===== config.mk =====
export PLATFORM = sky130hd
export DESIGN_NAME = lsu_top
export DESIGN_NICKNAME = d
export VERILOG_FILES = /design/src/lsu_req_pkg.sv /design/src/axi_lite_pkg.sv /design/src/lsu_req_route.sv /design/src/lsu_axi_master.sv /design/src/lsu_clint.sv /design/src/lsu_rsp_merge.sv /design/src/lsu_top.sv
export VERILOG_INCLUDE_DIRS = /design/src /design/src/src
export SDC_FILE = /design/constraint.sdc
export NUM_CORES = 1
export LEC_CHECK = 0
export BUFFER_PORTS_ARGS = -buffer_cell sky130_fd_sc_hd__buf_2
export CELL_PAD_IN_SITES_DETAIL_PLACEMENT = 0
export CELL_PAD_IN_SITES_GLOBAL_PLACEMENT = 1
export CORE_UTILIZATION = 46
export DETAILED_ROUTE_END_ITERATION = 12
export GPL_TIMING_DRIVEN = 0
export PLACE_DENSITY = 0.9
export REMOVE_ABC_BUFFERS = 1
export SYNTH_ARGS = -nofsm -noshare
export SYNTH_HDL_FRONTEND = slang
export SYNTH_SLANG_ARGS = --single-unit

===== constraint.sdc =====
create_clock -name clk -period 9 [get_ports clk]
set_input_delay 2.25 -clock clk [delete_from_list [all_inputs] [get_ports clk]]
set_output_delay 2.25 -clock clk [all_outputs]
set_load 0.01 [all_outputs]

===== src/lsu_consts.svh =====
`ifndef LSU_CONSTS_SVH
`define LSU_CONSTS_SVH

// mtime window of the local timer block
`define LSU_CLINT_BASE   32'ha0000048
`define LSU_CLINT_END    32'ha000004f

// word offsets of the two mtime halves inside the window
`define LSU_MTIME_LO_OFS 32'd0
`define LSU_MTIME_HI_OFS 32'd4

// AXI response codes
`define LSU_RESP_OKAY    2'b00
`define LSU_RESP_SLVERR  2'b10

`endif


===== src/lsu_req_pkg.sv =====
`default_nettype none

package lsu_req_pkg;

    // encoding matches the AXI size field
    typedef enum logic [1:0] {
        SIZE_BYTE = 2'd0,
        SIZE_HALF = 2'd1,
        SIZE_WORD = 2'd2
    } access_size_e;

    typedef struct packed {
        logic [31:0]  addr;
        logic [31:0]  wdata;
        access_size_e size;
        logic         write;
        logic         sign;
    } mem_req_t;

    typedef struct packed {
        logic [31:0] rdata;
        logic        err;
    } mem_rsp_t;

    // what the merge stage needs to shape load data
    typedef struct packed {
        logic [1:0]   ofs;
        access_size_e size;
        logic         sign;
    } load_fmt_t;

    typedef struct packed {
        logic [31:0] hi;
        logic [31:0] lo;
    } mtime_words_t;

    typedef union packed {
        logic [63:0]  full;
        mtime_words_t words;
    } mtime_u;

    // byte strobe of an aligned access
    function automatic logic [3:0] size_strb(access_size_e size, logic [1:0] ofs);
        case (size)
            SIZE_BYTE: size_strb = 4'b0001 << ofs;
            SIZE_HALF: size_strb = 4'b0011 << ofs;
            default:   size_strb = 4'b1111;
        endcase
    endfunction

endpackage

`default_nettype wire


===== src/axi_lite_pkg.sv =====
`default_nettype none

package axi_lite_pkg;

    // write address channel
    typedef struct packed {
        logic [31:0] addr;
        logic [2:0]  size;
    } axi_aw_t;

    // write data channel, single beat
    typedef struct packed {
        logic [31:0] data;
        logic [3:0]  strb;
    } axi_w_t;

    // write response channel
    typedef struct packed {
        logic [1:0] resp;
    } axi_b_t;

    // read address channel
    typedef struct packed {
        logic [31:0] addr;
        logic [2:0]  size;
    } axi_ar_t;

    // read data channel, single beat
    typedef struct packed {
        logic [31:0] data;
        logic [1:0]  resp;
    } axi_r_t;

endpackage

`default_nettype wire


===== src/lsu_req_route.sv =====
`timescale 1ns/1ps
`default_nettype none
`include "lsu_consts.svh"

module lsu_req_route (
    input  wire                      clk,
    input  wire                      arst_n,
    input  wire                      req_valid,
    output logic                     req_ready,
    input  wire lsu_req_pkg::mem_req_t req,
    output logic                     axi_go_valid,
    input  wire                      axi_go_ready,
    output lsu_req_pkg::mem_req_t    axi_go,
    output logic                     clint_go_valid,
    input  wire                      clint_go_ready,
    output logic [31:0]              clint_go_wdata,
    output logic                     clint_go_hi,
    output logic                     clint_go_write,
    output logic                     clint_go_err,
    output lsu_req_pkg::load_fmt_t   fmt,
    input  wire                      retire
);
    import lsu_req_pkg::*;

    typedef enum logic [1:0] {S_INIT, S_IDLE, S_DISP, S_WAIT} state_e;

    state_e      state;
    logic        in_clint;
    logic        in_clint_q;
    logic [31:0] clint_ofs;
    logic [3:0]  strb;
    logic [31:0] lane_data;

    // address decode and lane shaping
    always_comb begin
        in_clint  = (req.addr >= `LSU_CLINT_BASE) && (req.addr <= `LSU_CLINT_END);
        clint_ofs = req.addr - `LSU_CLINT_BASE;
        strb      = size_strb(req.size, req.addr[1:0]);
        lane_data = req.wdata << {req.addr[1:0], 3'b000};
        for (int i = 0; i < 4; i++) begin
            if (!strb[i]) begin
                lane_data[8*i +: 8] = 8'h00;
            end
        end
    end

    assign req_ready      = (state == S_IDLE);
    assign axi_go_valid   = (state == S_DISP) && !in_clint_q;
    assign clint_go_valid = (state == S_DISP) && in_clint_q;

    always_ff @(posedge clk or negedge arst_n) begin
        if (!arst_n) begin
            state <= S_INIT;
        end else begin
            case (state)
                S_INIT: state <= S_IDLE;
                S_IDLE: if (req_valid) state <= S_DISP;
                S_DISP: begin
                    if ((axi_go_valid && axi_go_ready) || (clint_go_valid && clint_go_ready)) begin
                        state <= S_WAIT;
                    end
                end
                // busy until the response has left the unit
                S_WAIT: if (retire) state <= S_IDLE;
                default: state <= S_INIT;
            endcase
        end
    end

    always_ff @(posedge clk) begin
        if (req_valid && req_ready) begin
            in_clint_q     <= in_clint;
            axi_go.addr    <= req.addr;
            axi_go.wdata   <= lane_data;
            axi_go.size    <= req.size;
            axi_go.write   <= req.write;
            axi_go.sign    <= req.sign;
            clint_go_wdata <= lane_data;
            clint_go_hi    <= ({clint_ofs[31:2], 2'b00} == `LSU_MTIME_HI_OFS);
            clint_go_write <= req.write;
            // mtime only takes whole words
            clint_go_err   <= in_clint && req.write && (req.size != SIZE_WORD);
            fmt.ofs        <= req.addr[1:0];
            fmt.size       <= req.size;
            fmt.sign       <= req.sign;
        end
    end

endmodule

`default_nettype wire


===== src/lsu_axi_master.sv =====
`timescale 1ns/1ps
`default_nettype none
`include "lsu_consts.svh"

module lsu_axi_master (
    input  wire                        clk,
    input  wire                        arst_n,
    input  wire                        go_valid,
    output logic                       go_ready,
    input  wire lsu_req_pkg::mem_req_t go,
    output logic                       aw_valid,
    input  wire                        aw_ready,
    output axi_lite_pkg::axi_aw_t      aw,
    output logic                       w_valid,
    input  wire                        w_ready,
    output axi_lite_pkg::axi_w_t       w,
    input  wire                        b_valid,
    output logic                       b_ready,
    input  wire axi_lite_pkg::axi_b_t  b,
    output logic                       ar_valid,
    input  wire                        ar_ready,
    output axi_lite_pkg::axi_ar_t      ar,
    input  wire                        r_valid,
    output logic                       r_ready,
    input  wire axi_lite_pkg::axi_r_t  r,
    output logic                       res_valid,
    input  wire                        res_ready,
    output lsu_req_pkg::mem_rsp_t      res
);
    import lsu_req_pkg::*;
    import axi_lite_pkg::*;

    typedef enum logic [1:0] {S_IDLE, S_WR, S_RD, S_RES} state_e;

    state_e state;

    // single beat, so responses are always accepted
    assign b_ready   = 1'b1;
    assign r_ready   = 1'b1;
    assign go_ready  = (state == S_IDLE);
    assign res_valid = (state == S_RES);

    always_ff @(posedge clk or negedge arst_n) begin
        if (!arst_n) begin
            state    <= S_IDLE;
            aw_valid <= 1'b0;
            w_valid  <= 1'b0;
            ar_valid <= 1'b0;
        end else begin
            case (state)
                S_IDLE: begin
                    if (go_valid) begin
                        if (go.write) begin
                            aw_valid <= 1'b1;
                            w_valid  <= 1'b1;
                            state    <= S_WR;
                        end else begin
                            ar_valid <= 1'b1;
                            state    <= S_RD;
                        end
                    end
                end
                S_WR: begin
                    // address and data complete independently
                    if (aw_valid && aw_ready) aw_valid <= 1'b0;
                    if (w_valid && w_ready) w_valid <= 1'b0;
                    if (b_valid && b_ready) state <= S_RES;
                end
                S_RD: begin
                    if (ar_valid && ar_ready) ar_valid <= 1'b0;
                    if (r_valid && r_ready) state <= S_RES;
                end
                S_RES: begin
                    if (res_ready) state <= S_IDLE;
                end
                default: state <= S_IDLE;
            endcase
        end
    end

    always_ff @(posedge clk) begin
        if (go_valid && go_ready) begin
            aw.addr <= go.addr;
            aw.size <= {1'b0, go.size};
            w.data  <= go.wdata;
            w.strb  <= size_strb(go.size, go.addr[1:0]);
            ar.addr <= go.addr;
            ar.size <= {1'b0, go.size};
        end
        if (state == S_WR && b_valid) begin
            res.rdata <= 32'd0;
            res.err   <= (b.resp != `LSU_RESP_OKAY);
        end
        if (state == S_RD && r_valid) begin
            res.rdata <= r.data;
            res.err   <= (r.resp != `LSU_RESP_OKAY);
        end
    end

endmodule

`default_nettype wire


===== src/lsu_clint.sv =====
`timescale 1ns/1ps
`default_nettype none

module lsu_clint (
    input  wire                   clk,
    input  wire                   arst_n,
    input  wire                   go_valid,
    output logic                  go_ready,
    input  wire [31:0]            go_wdata,
    input  wire                   go_hi,
    input  wire                   go_write,
    input  wire                   go_err,
    output logic                  res_valid,
    input  wire                   res_ready,
    output lsu_req_pkg::mem_rsp_t res
);
    import lsu_req_pkg::*;

    mtime_u mtime;
    logic   go_fire;
    logic   do_write;

    assign go_fire  = go_valid && go_ready;
    assign do_write = go_fire && go_write && !go_err;
    // one result slot
    assign go_ready = !res_valid;

    always_ff @(posedge clk or negedge arst_n) begin
        if (!arst_n) begin
            mtime.full <= 64'd0;
        end else if (do_write) begin
            // the tick of this cycle is dropped
            if (go_hi) begin
                mtime.words.hi <= go_wdata;
            end else begin
                mtime.words.lo <= go_wdata;
            end
        end else begin
            mtime.full <= mtime.full + 64'd1;
        end
    end

    always_ff @(posedge clk or negedge arst_n) begin
        if (!arst_n) begin
            res_valid <= 1'b0;
        end else if (go_fire) begin
            res_valid <= 1'b1;
        end else if (res_ready) begin
            res_valid <= 1'b0;
        end
    end

    always_ff @(posedge clk) begin
        if (go_fire) begin
            res.rdata <= go_write ? 32'd0 : (go_hi ? mtime.words.hi : mtime.words.lo);
            res.err   <= go_err;
        end
    end

endmodule

`default_nettype wire


===== src/lsu_rsp_merge.sv =====
`timescale 1ns/1ps
`default_nettype none

module lsu_rsp_merge (
    input  wire                          clk,
    input  wire                          arst_n,
    input  wire lsu_req_pkg::load_fmt_t  fmt,
    input  wire                          axi_res_valid,
    input  wire lsu_req_pkg::mem_rsp_t   axi_res,
    input  wire                          clint_res_valid,
    input  wire lsu_req_pkg::mem_rsp_t   clint_res,
    output logic                         res_ready,
    output logic                         rsp_valid,
    input  wire                          rsp_ready,
    output lsu_req_pkg::mem_rsp_t        rsp,
    output logic                         retire
);
    import lsu_req_pkg::*;

    mem_rsp_t    sel;
    logic [31:0] shifted;
    logic [31:0] ext;
    logic        take;

    always_comb begin
        // only one side is ever active
        sel     = clint_res_valid ? clint_res : axi_res;
        shifted = sel.rdata >> {fmt.ofs, 3'b000};
        case (fmt.size)
            SIZE_BYTE: ext = {{24{fmt.sign & shifted[7]}}, shifted[7:0]};
            SIZE_HALF: ext = {{16{fmt.sign & shifted[15]}}, shifted[15:0]};
            default:   ext = shifted;
        endcase
    end

    assign res_ready = !rsp_valid;
    assign take      = (axi_res_valid || clint_res_valid) && res_ready;
    assign retire    = rsp_valid && rsp_ready;

    always_ff @(posedge clk or negedge arst_n) begin
        if (!arst_n) begin
            rsp_valid <= 1'b0;
        end else if (take) begin
            rsp_valid <= 1'b1;
        end else if (rsp_ready) begin
            rsp_valid <= 1'b0;
        end
    end

    always_ff @(posedge clk) begin
        if (take) begin
            rsp.rdata <= ext;
            rsp.err   <= sel.err;
        end
    end

endmodule

`default_nettype wire


===== src/lsu_top.sv =====
`timescale 1ns/1ps
`default_nettype none

module lsu_top (
    input  wire                         clk,
    input  wire                         arst_n,
    input  wire                         req_valid,
    output logic                        req_ready,
    input  wire lsu_req_pkg::mem_req_t  req,
    output logic                        rsp_valid,
    input  wire                         rsp_ready,
    output lsu_req_pkg::mem_rsp_t       rsp,
    output logic                        aw_valid,
    input  wire                         aw_ready,
    output axi_lite_pkg::axi_aw_t       aw,
    output logic                        w_valid,
    input  wire                         w_ready,
    output axi_lite_pkg::axi_w_t        w,
    input  wire                         b_valid,
    output logic                        b_ready,
    input  wire axi_lite_pkg::axi_b_t   b,
    output logic                        ar_valid,
    input  wire                         ar_ready,
    output axi_lite_pkg::axi_ar_t       ar,
    input  wire                         r_valid,
    output logic                        r_ready,
    input  wire axi_lite_pkg::axi_r_t   r
);
    import lsu_req_pkg::*;

    // dispatch
    logic        axi_go_valid;
    logic        axi_go_ready;
    mem_req_t    axi_go;
    logic        clint_go_valid;
    logic        clint_go_ready;
    logic [31:0] clint_go_wdata;
    logic        clint_go_hi;
    logic        clint_go_write;
    logic        clint_go_err;
    load_fmt_t   fmt;
    // results
    logic        axi_res_valid;
    mem_rsp_t    axi_res;
    logic        clint_res_valid;
    mem_rsp_t    clint_res;
    logic        res_ready;
    logic        retire;

    lsu_req_route route_i (
        .clk, .arst_n, .req_valid, .req_ready, .req,
        .axi_go_valid, .axi_go_ready, .axi_go,
        .clint_go_valid, .clint_go_ready, .clint_go_wdata,
        .clint_go_hi, .clint_go_write, .clint_go_err, .fmt, .retire
    );

    lsu_axi_master axi_i (
        .clk, .arst_n,
        .go_valid (axi_go_valid), .go_ready (axi_go_ready), .go (axi_go),
        .aw_valid, .aw_ready, .aw, .w_valid, .w_ready, .w,
        .b_valid, .b_ready, .b, .ar_valid, .ar_ready, .ar, .r_valid, .r_ready, .r,
        .res_valid (axi_res_valid), .res_ready, .res (axi_res)
    );

    lsu_clint clint_i (
        .clk, .arst_n,
        .go_valid (clint_go_valid), .go_ready (clint_go_ready),
        .go_wdata (clint_go_wdata), .go_hi (clint_go_hi),
        .go_write (clint_go_write), .go_err (clint_go_err),
        .res_valid (clint_res_valid), .res_ready, .res (clint_res)
    );

    lsu_rsp_merge merge_i (
        .clk, .arst_n, .fmt,
        .axi_res_valid, .axi_res, .clint_res_valid, .clint_res,
        .res_ready, .rsp_valid, .rsp_ready, .rsp, .retire
    );

endmodule

`default_nettype wire


==> Word-level counts from Yosys, hierarchy flattened <==
Cells that the tools add are included.
{ "word_totals": {"register_bits": 315, "latchBits": 0, "mem_bits_rw": 0, "mem_bits_ro": 0, "inputBits": 113, "output_inout_bits": 146, "mem_count": 0} }
{ "op_classes": {"n_addsub": 2, "multipliers": 0, "div": 0, "n_lt_le_gt_ge": 2, "n_eq_ne": 25, "shift": 6, "mux": 34, "bitwise": 2, "reduce_logical": 38} }
{ "op_table": {"columns": ["operator", "count"], "rows": [
  ["2-to-1 mux 33 bit", 3],
  ["2-to-1 mux 32 bit", 3],
  ["adder 64 x 1 -> 64 bit (second input constant)", 1],
  ["2-to-1 mux 64 bit", 1],
  ["one-hot mux 32 bit (2 select lines)", 1],
  ["greater-or-equal comparator 32 bit (second input constant)", 1],
  ["less-or-equal comparator 32 bit (second input constant)", 1],
  ["<< shifter 32 x 5 -> 32 bit", 1],
  ["right shift 32 x 5 -> 32 bit", 1],
  ["subtractor 32 bit (second input constant)", 1],
  ["== test 30 x 1 -> 1 bit (second input constant)", 1],
  ["!= test 2 bit (second input constant)", 11],
  ["logical AND 1 bit", 17],
  ["2-to-1 mux 2 bit", 8],
  ["one-hot mux 2 bit (4 select lines)", 2],
  ["one-hot mux 4 bit (2 select lines)", 2],
  ["AND reduction 4 bit", 4],
  ["nonzero test 2 bit", 6],
  ["2-to-1 mux 1 bit", 11],
  ["!= test 2 x 1 -> 1 bit (second input constant)", 5],
  ["== test 2 x 1 -> 1 bit (second input constant)", 4],
  ["== test 2 bit (second input constant)", 4],
  ["zero test 2 bit", 4],
  ["<< shifter 1 x 2 -> 4 bit (first input constant)", 2],
  ["6 further kinds", 14]
]} }

==> Logic depth before layout (Yosys ltp) <==
{ "logic_depth": {"ltp_word": 6, "ltp_mapped": 10, "depth_no_buf": 8} }

==> Hierarchy <==
A second synthesis with hierarchy kept.
{ "unflattened": {"cells_unflattened": 1299, "hier_area_um2": 15438.6} }
{ "by_module_without_submodules": {"columns": ["mod", "n_inst", "cells_per_inst", "area_each_um2", "seq_area_each_um2"], "rows": [
  ["lsu_clint", 1, 610, 5587.9, 2617.5],
  ["lsu_axi_master", 1, 237, 4101.4, 3218.1],
  ["lsu_req_route", 1, 281, 3555.9, 2182.1],
  ["lsu_rsp_merge", 1, 171, 2193.4, 1016.0]
]} }

==> Worst setup path after synthesis <==
OpenSTA, ideal clock, no wires.
{ "synth_path": {"path_type": "in2reg", "from": "input port req_valid", "to": "register, netlist name route_i.axi_go[10]", "setup_ns": 0.437, "t_arrival_ns": 3.908, "setup_slack_ns": 4.656, "stages": 1, "path_buffers": 0, "path_cell_list": "and2_1"} }
{ "synth_via": {"elab_chain_cells": 1} }
{ "synth_rtl": {"columns": ["item", "line_no", "rtl"], "rows": [
  ["start: declaration", "lsu_top.sv:7", "input wire req_valid,"],
  ["logical AND 1 bit", "lsu_req_route.sv:71", "if (req_valid && req_ready) begin"]
]} }
No other way between the ends.
A chain may end at the register's enable or synchronous reset.

==> Final worst setup path <==
{ "layout_path": {"from": "input port req[47] in the netlist's numbering", "to": "register route_i.clint_go_hi, data pin"} }
{ "layout_via": {"elab_chain_cells": 2} }
{ "layout_rtl": {"columns": ["item", "line_no", "rtl"], "rows": [
  ["start: declaration", "lsu_top.sv:9", "input wire lsu_req_pkg::mem_req_t req,"],
  ["subtractor 32 bit (no source line)", null, null],
  ["== test 30 x 1 -> 1 bit (no source line)", null, null],
  ["end signal: assignment", "lsu_req_route.sv:79", "clint_go_hi <= ({clint_ofs[31:2], 2'b00} == `LSU_MTIME_HI_OFS);"],
  ["end: declaration", "lsu_req_route.sv:17", "output logic clint_go_hi,"]
]} }
No other way between the ends.

==> summary.json <==
{
  "drt": {
    "number_of_nets_with_antenna_violations_after_routing": 0,
    "vias_per_cell": 5.88,
    "detail_route.wirelength_um": 37900,
    "routed_wire_length_per_instance_um": 20.1,
    "drt_pass1_iterations": 7,
    "route.detailed.drc": 0,
    "initialDrtViolationCount": 1087,
    "detailroute.via_count": 11100
  },
  "global_route": {
    "global_route.usage.total_pct": 22.4,
    "grt_pass1_wl_um": 57700,
    "gr-total-overflow": 0,
    "antenna_violations_before_repair": 0,
    "maximum_number_of_pins_on_one_net_before_global_route_repair": 67,
    "first_global_vias": 10100
  },
  "timing": {
    "timing.clock.skew_ps": 26.8,
    "final.setup.tns_ps": 0,
    "rsz0062_at_grt": "no",
    "finalSetupViolCount": 0,
    "clock.fmax_ghz": 0.242,
    "hold_viol": 0,
    "report.final.slew_viol_count": 0,
    "timing.max_slew.rel_slack_pct": 16.2,
    "worst-slew-pin-transition_ps": 1260,
    "worst_slack_ps": 4870,
    "post-route-period-util_pct": 45.8,
    "finalCriticalPeriod_ps": 4130
  },
  "pwr": {
    "post-layout-total-power_uw": 5040,
    "p_leak_uw": 0.00687,
    "vdd.ir_drop.worst_mv": 0.125,
    "power.density_mw_per_mm2": 288
  },
  "cells_and_area": {
    "num-fill-cells": 2709,
    "nNetsFinal": 1578,
    "layout_area_overhead_pct": 17.2,
    "drive_above_1_share_pct": 24.7,
    "antenna-diode-count": 0
  },
  "clocking": {
    "clk-insertion-delay-late_ps": 520,
    "cts-root-buf": "sky130_fd_sc_hd__clkbuf_16",
    "holdBufCountCts": 0,
    "postCtsSetupBuffers": 0,
    "tritoncts": "built",
    "numClockSinks": 313,
    "cts_htree_levels": 2,
    "cts_made_buffers": 34,
    "clk_pin_slew_worst_paths_ps": 60,
    "cts-root-to-sink-buffers": 3,
    "post_cts_resize_count": 0
  },
  "synthesis": {
    "synth-async-reset-ratio_pct": 23.3,
    "synth.yosys.seq_area_share_pct": 60.5,
    "number_of_synthesized_flops_with_an_enable_pin": 240,
    "postSynth.topFlopCell": "sky130_fd_sc_hd__edfxtp_1",
    "ys_top_cells_by_area": "sky130_fd_sc_hd__edfxtp_1 (48%), sky130_fd_sc_hd__dfrtp_1 (12%), sky130_fd_sc_hd__mux2i_1 (4.1%)",
    "synth_largest_area_cell": "sky130_fd_sc_hd__edfxtp_1",
    "syn_avg_cell_area_um2": 11.8,
    "synthDistinctLibCells": 74,
    "mappedNetlistArea_mm2": 0.0149,
    "synth.ff_latch_count": 313,
    "number_of_warnings_issued_by_yosys": 0,
    "synth_top_area_share_pct": 48.2,
    "post_synthesis_cell_count": 1266
  },
  "worst_setup_path": {
    "reg2reg_to": "clint_i.mtime[35]",
    "r2r.worst_path.cells": 5,
    "start_kind": "input pin",
    "regToRegStartpoint": "route_i.axi_go[1]",
    "buf_inv_on_cp": 1,
    "delay_of_the_slowest_critical_path_stage_ps": 550,
    "endpoint_arrival_time_on_the_critical_path_ps": 4440,
    "path_delay_family": "compound AO/OA/AOI/OAI gates",
    "worstPathCellList": "buf_2, or3_1, or4_1, o41ai_2, o2111a_1, o2111ai_1, a2111oi_2",
    "ff2ff_setup_slack_ps": 5240,
    "startpoint_to_endpoint_class_of_the_critical_path": "in -> reg",
    "critical-path-slowest-cell": "sky130_fd_sc_hd__or4_1",
    "timing.critical_path.fanout_max": 6,
    "crit_required_ps": 9310,
    "critPathCaptureType": "flip-flop"
  },
  "place": {
    "gp_congestion": 0.878,
    "number_of_i_o_port_buffers": 254,
    "place_worst_setup_slack_ps": 4390,
    "hpwl_um": 27000
  },
  "floorplan": {
    "count_of_boundary_i_o_pins": 259,
    "dieWidth_um": 182,
    "die_area_mm2": 0.0332,
    "core_area_mm2": 0.0317,
    "initial_core_utilization_pct": 47.1,
    "placementRows": 65,
    "fp.dieH_um": 182
  },
  "worst_hold_path": {
    "worstHoldPathCells": 0,
    "hold_start": "route_i.axi_go[46]",
    "hold_ep": "axi_i.aw[13]",
    "hold_path.class": "reg -> reg"
  },
  "run": {
    "timing.max_cap.violations": 0
  },
  "outcome": {
    "result_of_the_run": "completed"
  }
}
-- per-layer routing --
metal / part of all wire, % / GRT usage (%) / routed length (um)
met3: 7.8 / 3.43 / 2970
met2: 46 / 35.3 / 17400
met5: 0 / 0 / 0
met1: 44 / 32.0 / 16500
met4: 2.6 / 7.16 / 982
-- cell type report --
type / instances / area, um2 / area share [%]
flip-flops and latches: 313 / 9030 / 51.6
clock inverters: 18 / 148 / 0.843
inverters: 27 / 101 / 0.579
repair buffers: 266 / 1540 / 8.81
well taps: 402 / 503 / 2.87
clock buffers: 43 / 936 / 5.34
multi-input cells: 813 / 5250 / 30.0
-- flip-flops by register name, indices dropped and copies added (netlist names) --
signal                count
axi_i.w                  36
route_i.axi_go           66
route_i.in_clint_q        1
route_i.clint_go_hi       1
clint_i.res_valid         1
axi_i.w_valid             1
axi_i.res                33
axi_i.ar_valid            1
axi_i.aw                 34
axi_i.aw_valid            1
route_i.fmt               2
merge_i.rsp              33
axi_i.state               2
route_i.state             2
clint_i.mtime            64
clint_i.res              33
route_i.clint_go_err      1
merge_i.rsp_valid         1
-- cell usage after synthesis, drive strengths merged, types with 7 or more instances --
master,instances
a211oi,39
a21oi,68
a311oi,10
and2,14
and3,44
and4,9
buf,55
clkbuf,60
dfrtp,73
edfxtp,240
ha,10
inv,27
mux2,10
mux2i,61
mux4,13
nand2,80
nand3,34
nand4,22
nor2,127
nor2b,17
nor3,43
nor3b,7
nor4,8
o21ai,63
o21bai,8
or4,7
-- kinds of logic (layout without fill, tap and decap cells) --
family / after synthesis / count (layout) / synth area share, %
simple gates: 439 / 439 / 14.8
buf+inv: 142 / 354 / 4.59
mux: 84 / 84 / 6.80
compound gates: 273 / 273 / 12.3
fa+ha+maj: 10 / 10 / 0.837
flops: 313 / 313 / 60.5
xor+xnor: 3 / 3 / 0.176
other cells: 2 / 4 / 0.0503
-- stage by stage --
stage | hold slack, ps | util (%) | area (um2) | cells
4_1_cts | 417 | 55.2 | 17500 | 1882
6_report | 414 | 55.2 | 17500 | 1882
3_3_place_gp | 401 | 50.9 | 16100 | 1809
3_5_place_dp | 405 | 51.8 | 16400 | 1821
2_1_floorplan | 400 | - | 14400 | 1153
5_1_grt | 424 | 55.2 | 17500 | 1882
-- worst max path at each step --
stage / from / end / slack, ps / cells after the start
final: req[47] / route_i.clint_go_hi / 4870 / 7
after global routing: req[47] / route_i.clint_go_hi / 4730 / 7
after CTS: req[47] / route_i.clint_go_hi / 4880 / 7
after detailed placement: req[47] / route_i.clint_go_hi / 4390 / 7
after global placement: clint_i.res_valid / clint_i.mtime[35] / 1480 / 5
after floorplan: clint_i.res_valid / clint_i.mtime[35] / 4220 / 5
-- power by group --
part	switching, uW	internal (uW)
Sequential	345	2060
Combinational	750	541
Clock	552	796
-- cell usage in the layout (no fill, tap or decap), types with 22 or more instances in the layout --
master	n
sky130_fd_sc_hd__and3_1	44
sky130_fd_sc_hd__dfrtp_1	72
sky130_fd_sc_hd__nor2_1	125
sky130_fd_sc_hd__mux2i_1	61
sky130_fd_sc_hd__buf_2	253
sky130_fd_sc_hd__nand4_1	22
sky130_fd_sc_hd__nand2_1	79
sky130_fd_sc_hd__clkbuf_16	35
sky130_fd_sc_hd__nor3_1	41
sky130_fd_sc_hd__a21oi_1	68
sky130_fd_sc_hd__nand3_1	34
sky130_fd_sc_hd__edfxtp_1	240
sky130_fd_sc_hd__a211oi_1	39
sky130_fd_sc_hd__o21ai_0	63
sky130_fd_sc_hd__inv_1	27
Note: power is estimated with default switching activity, not from simulation.
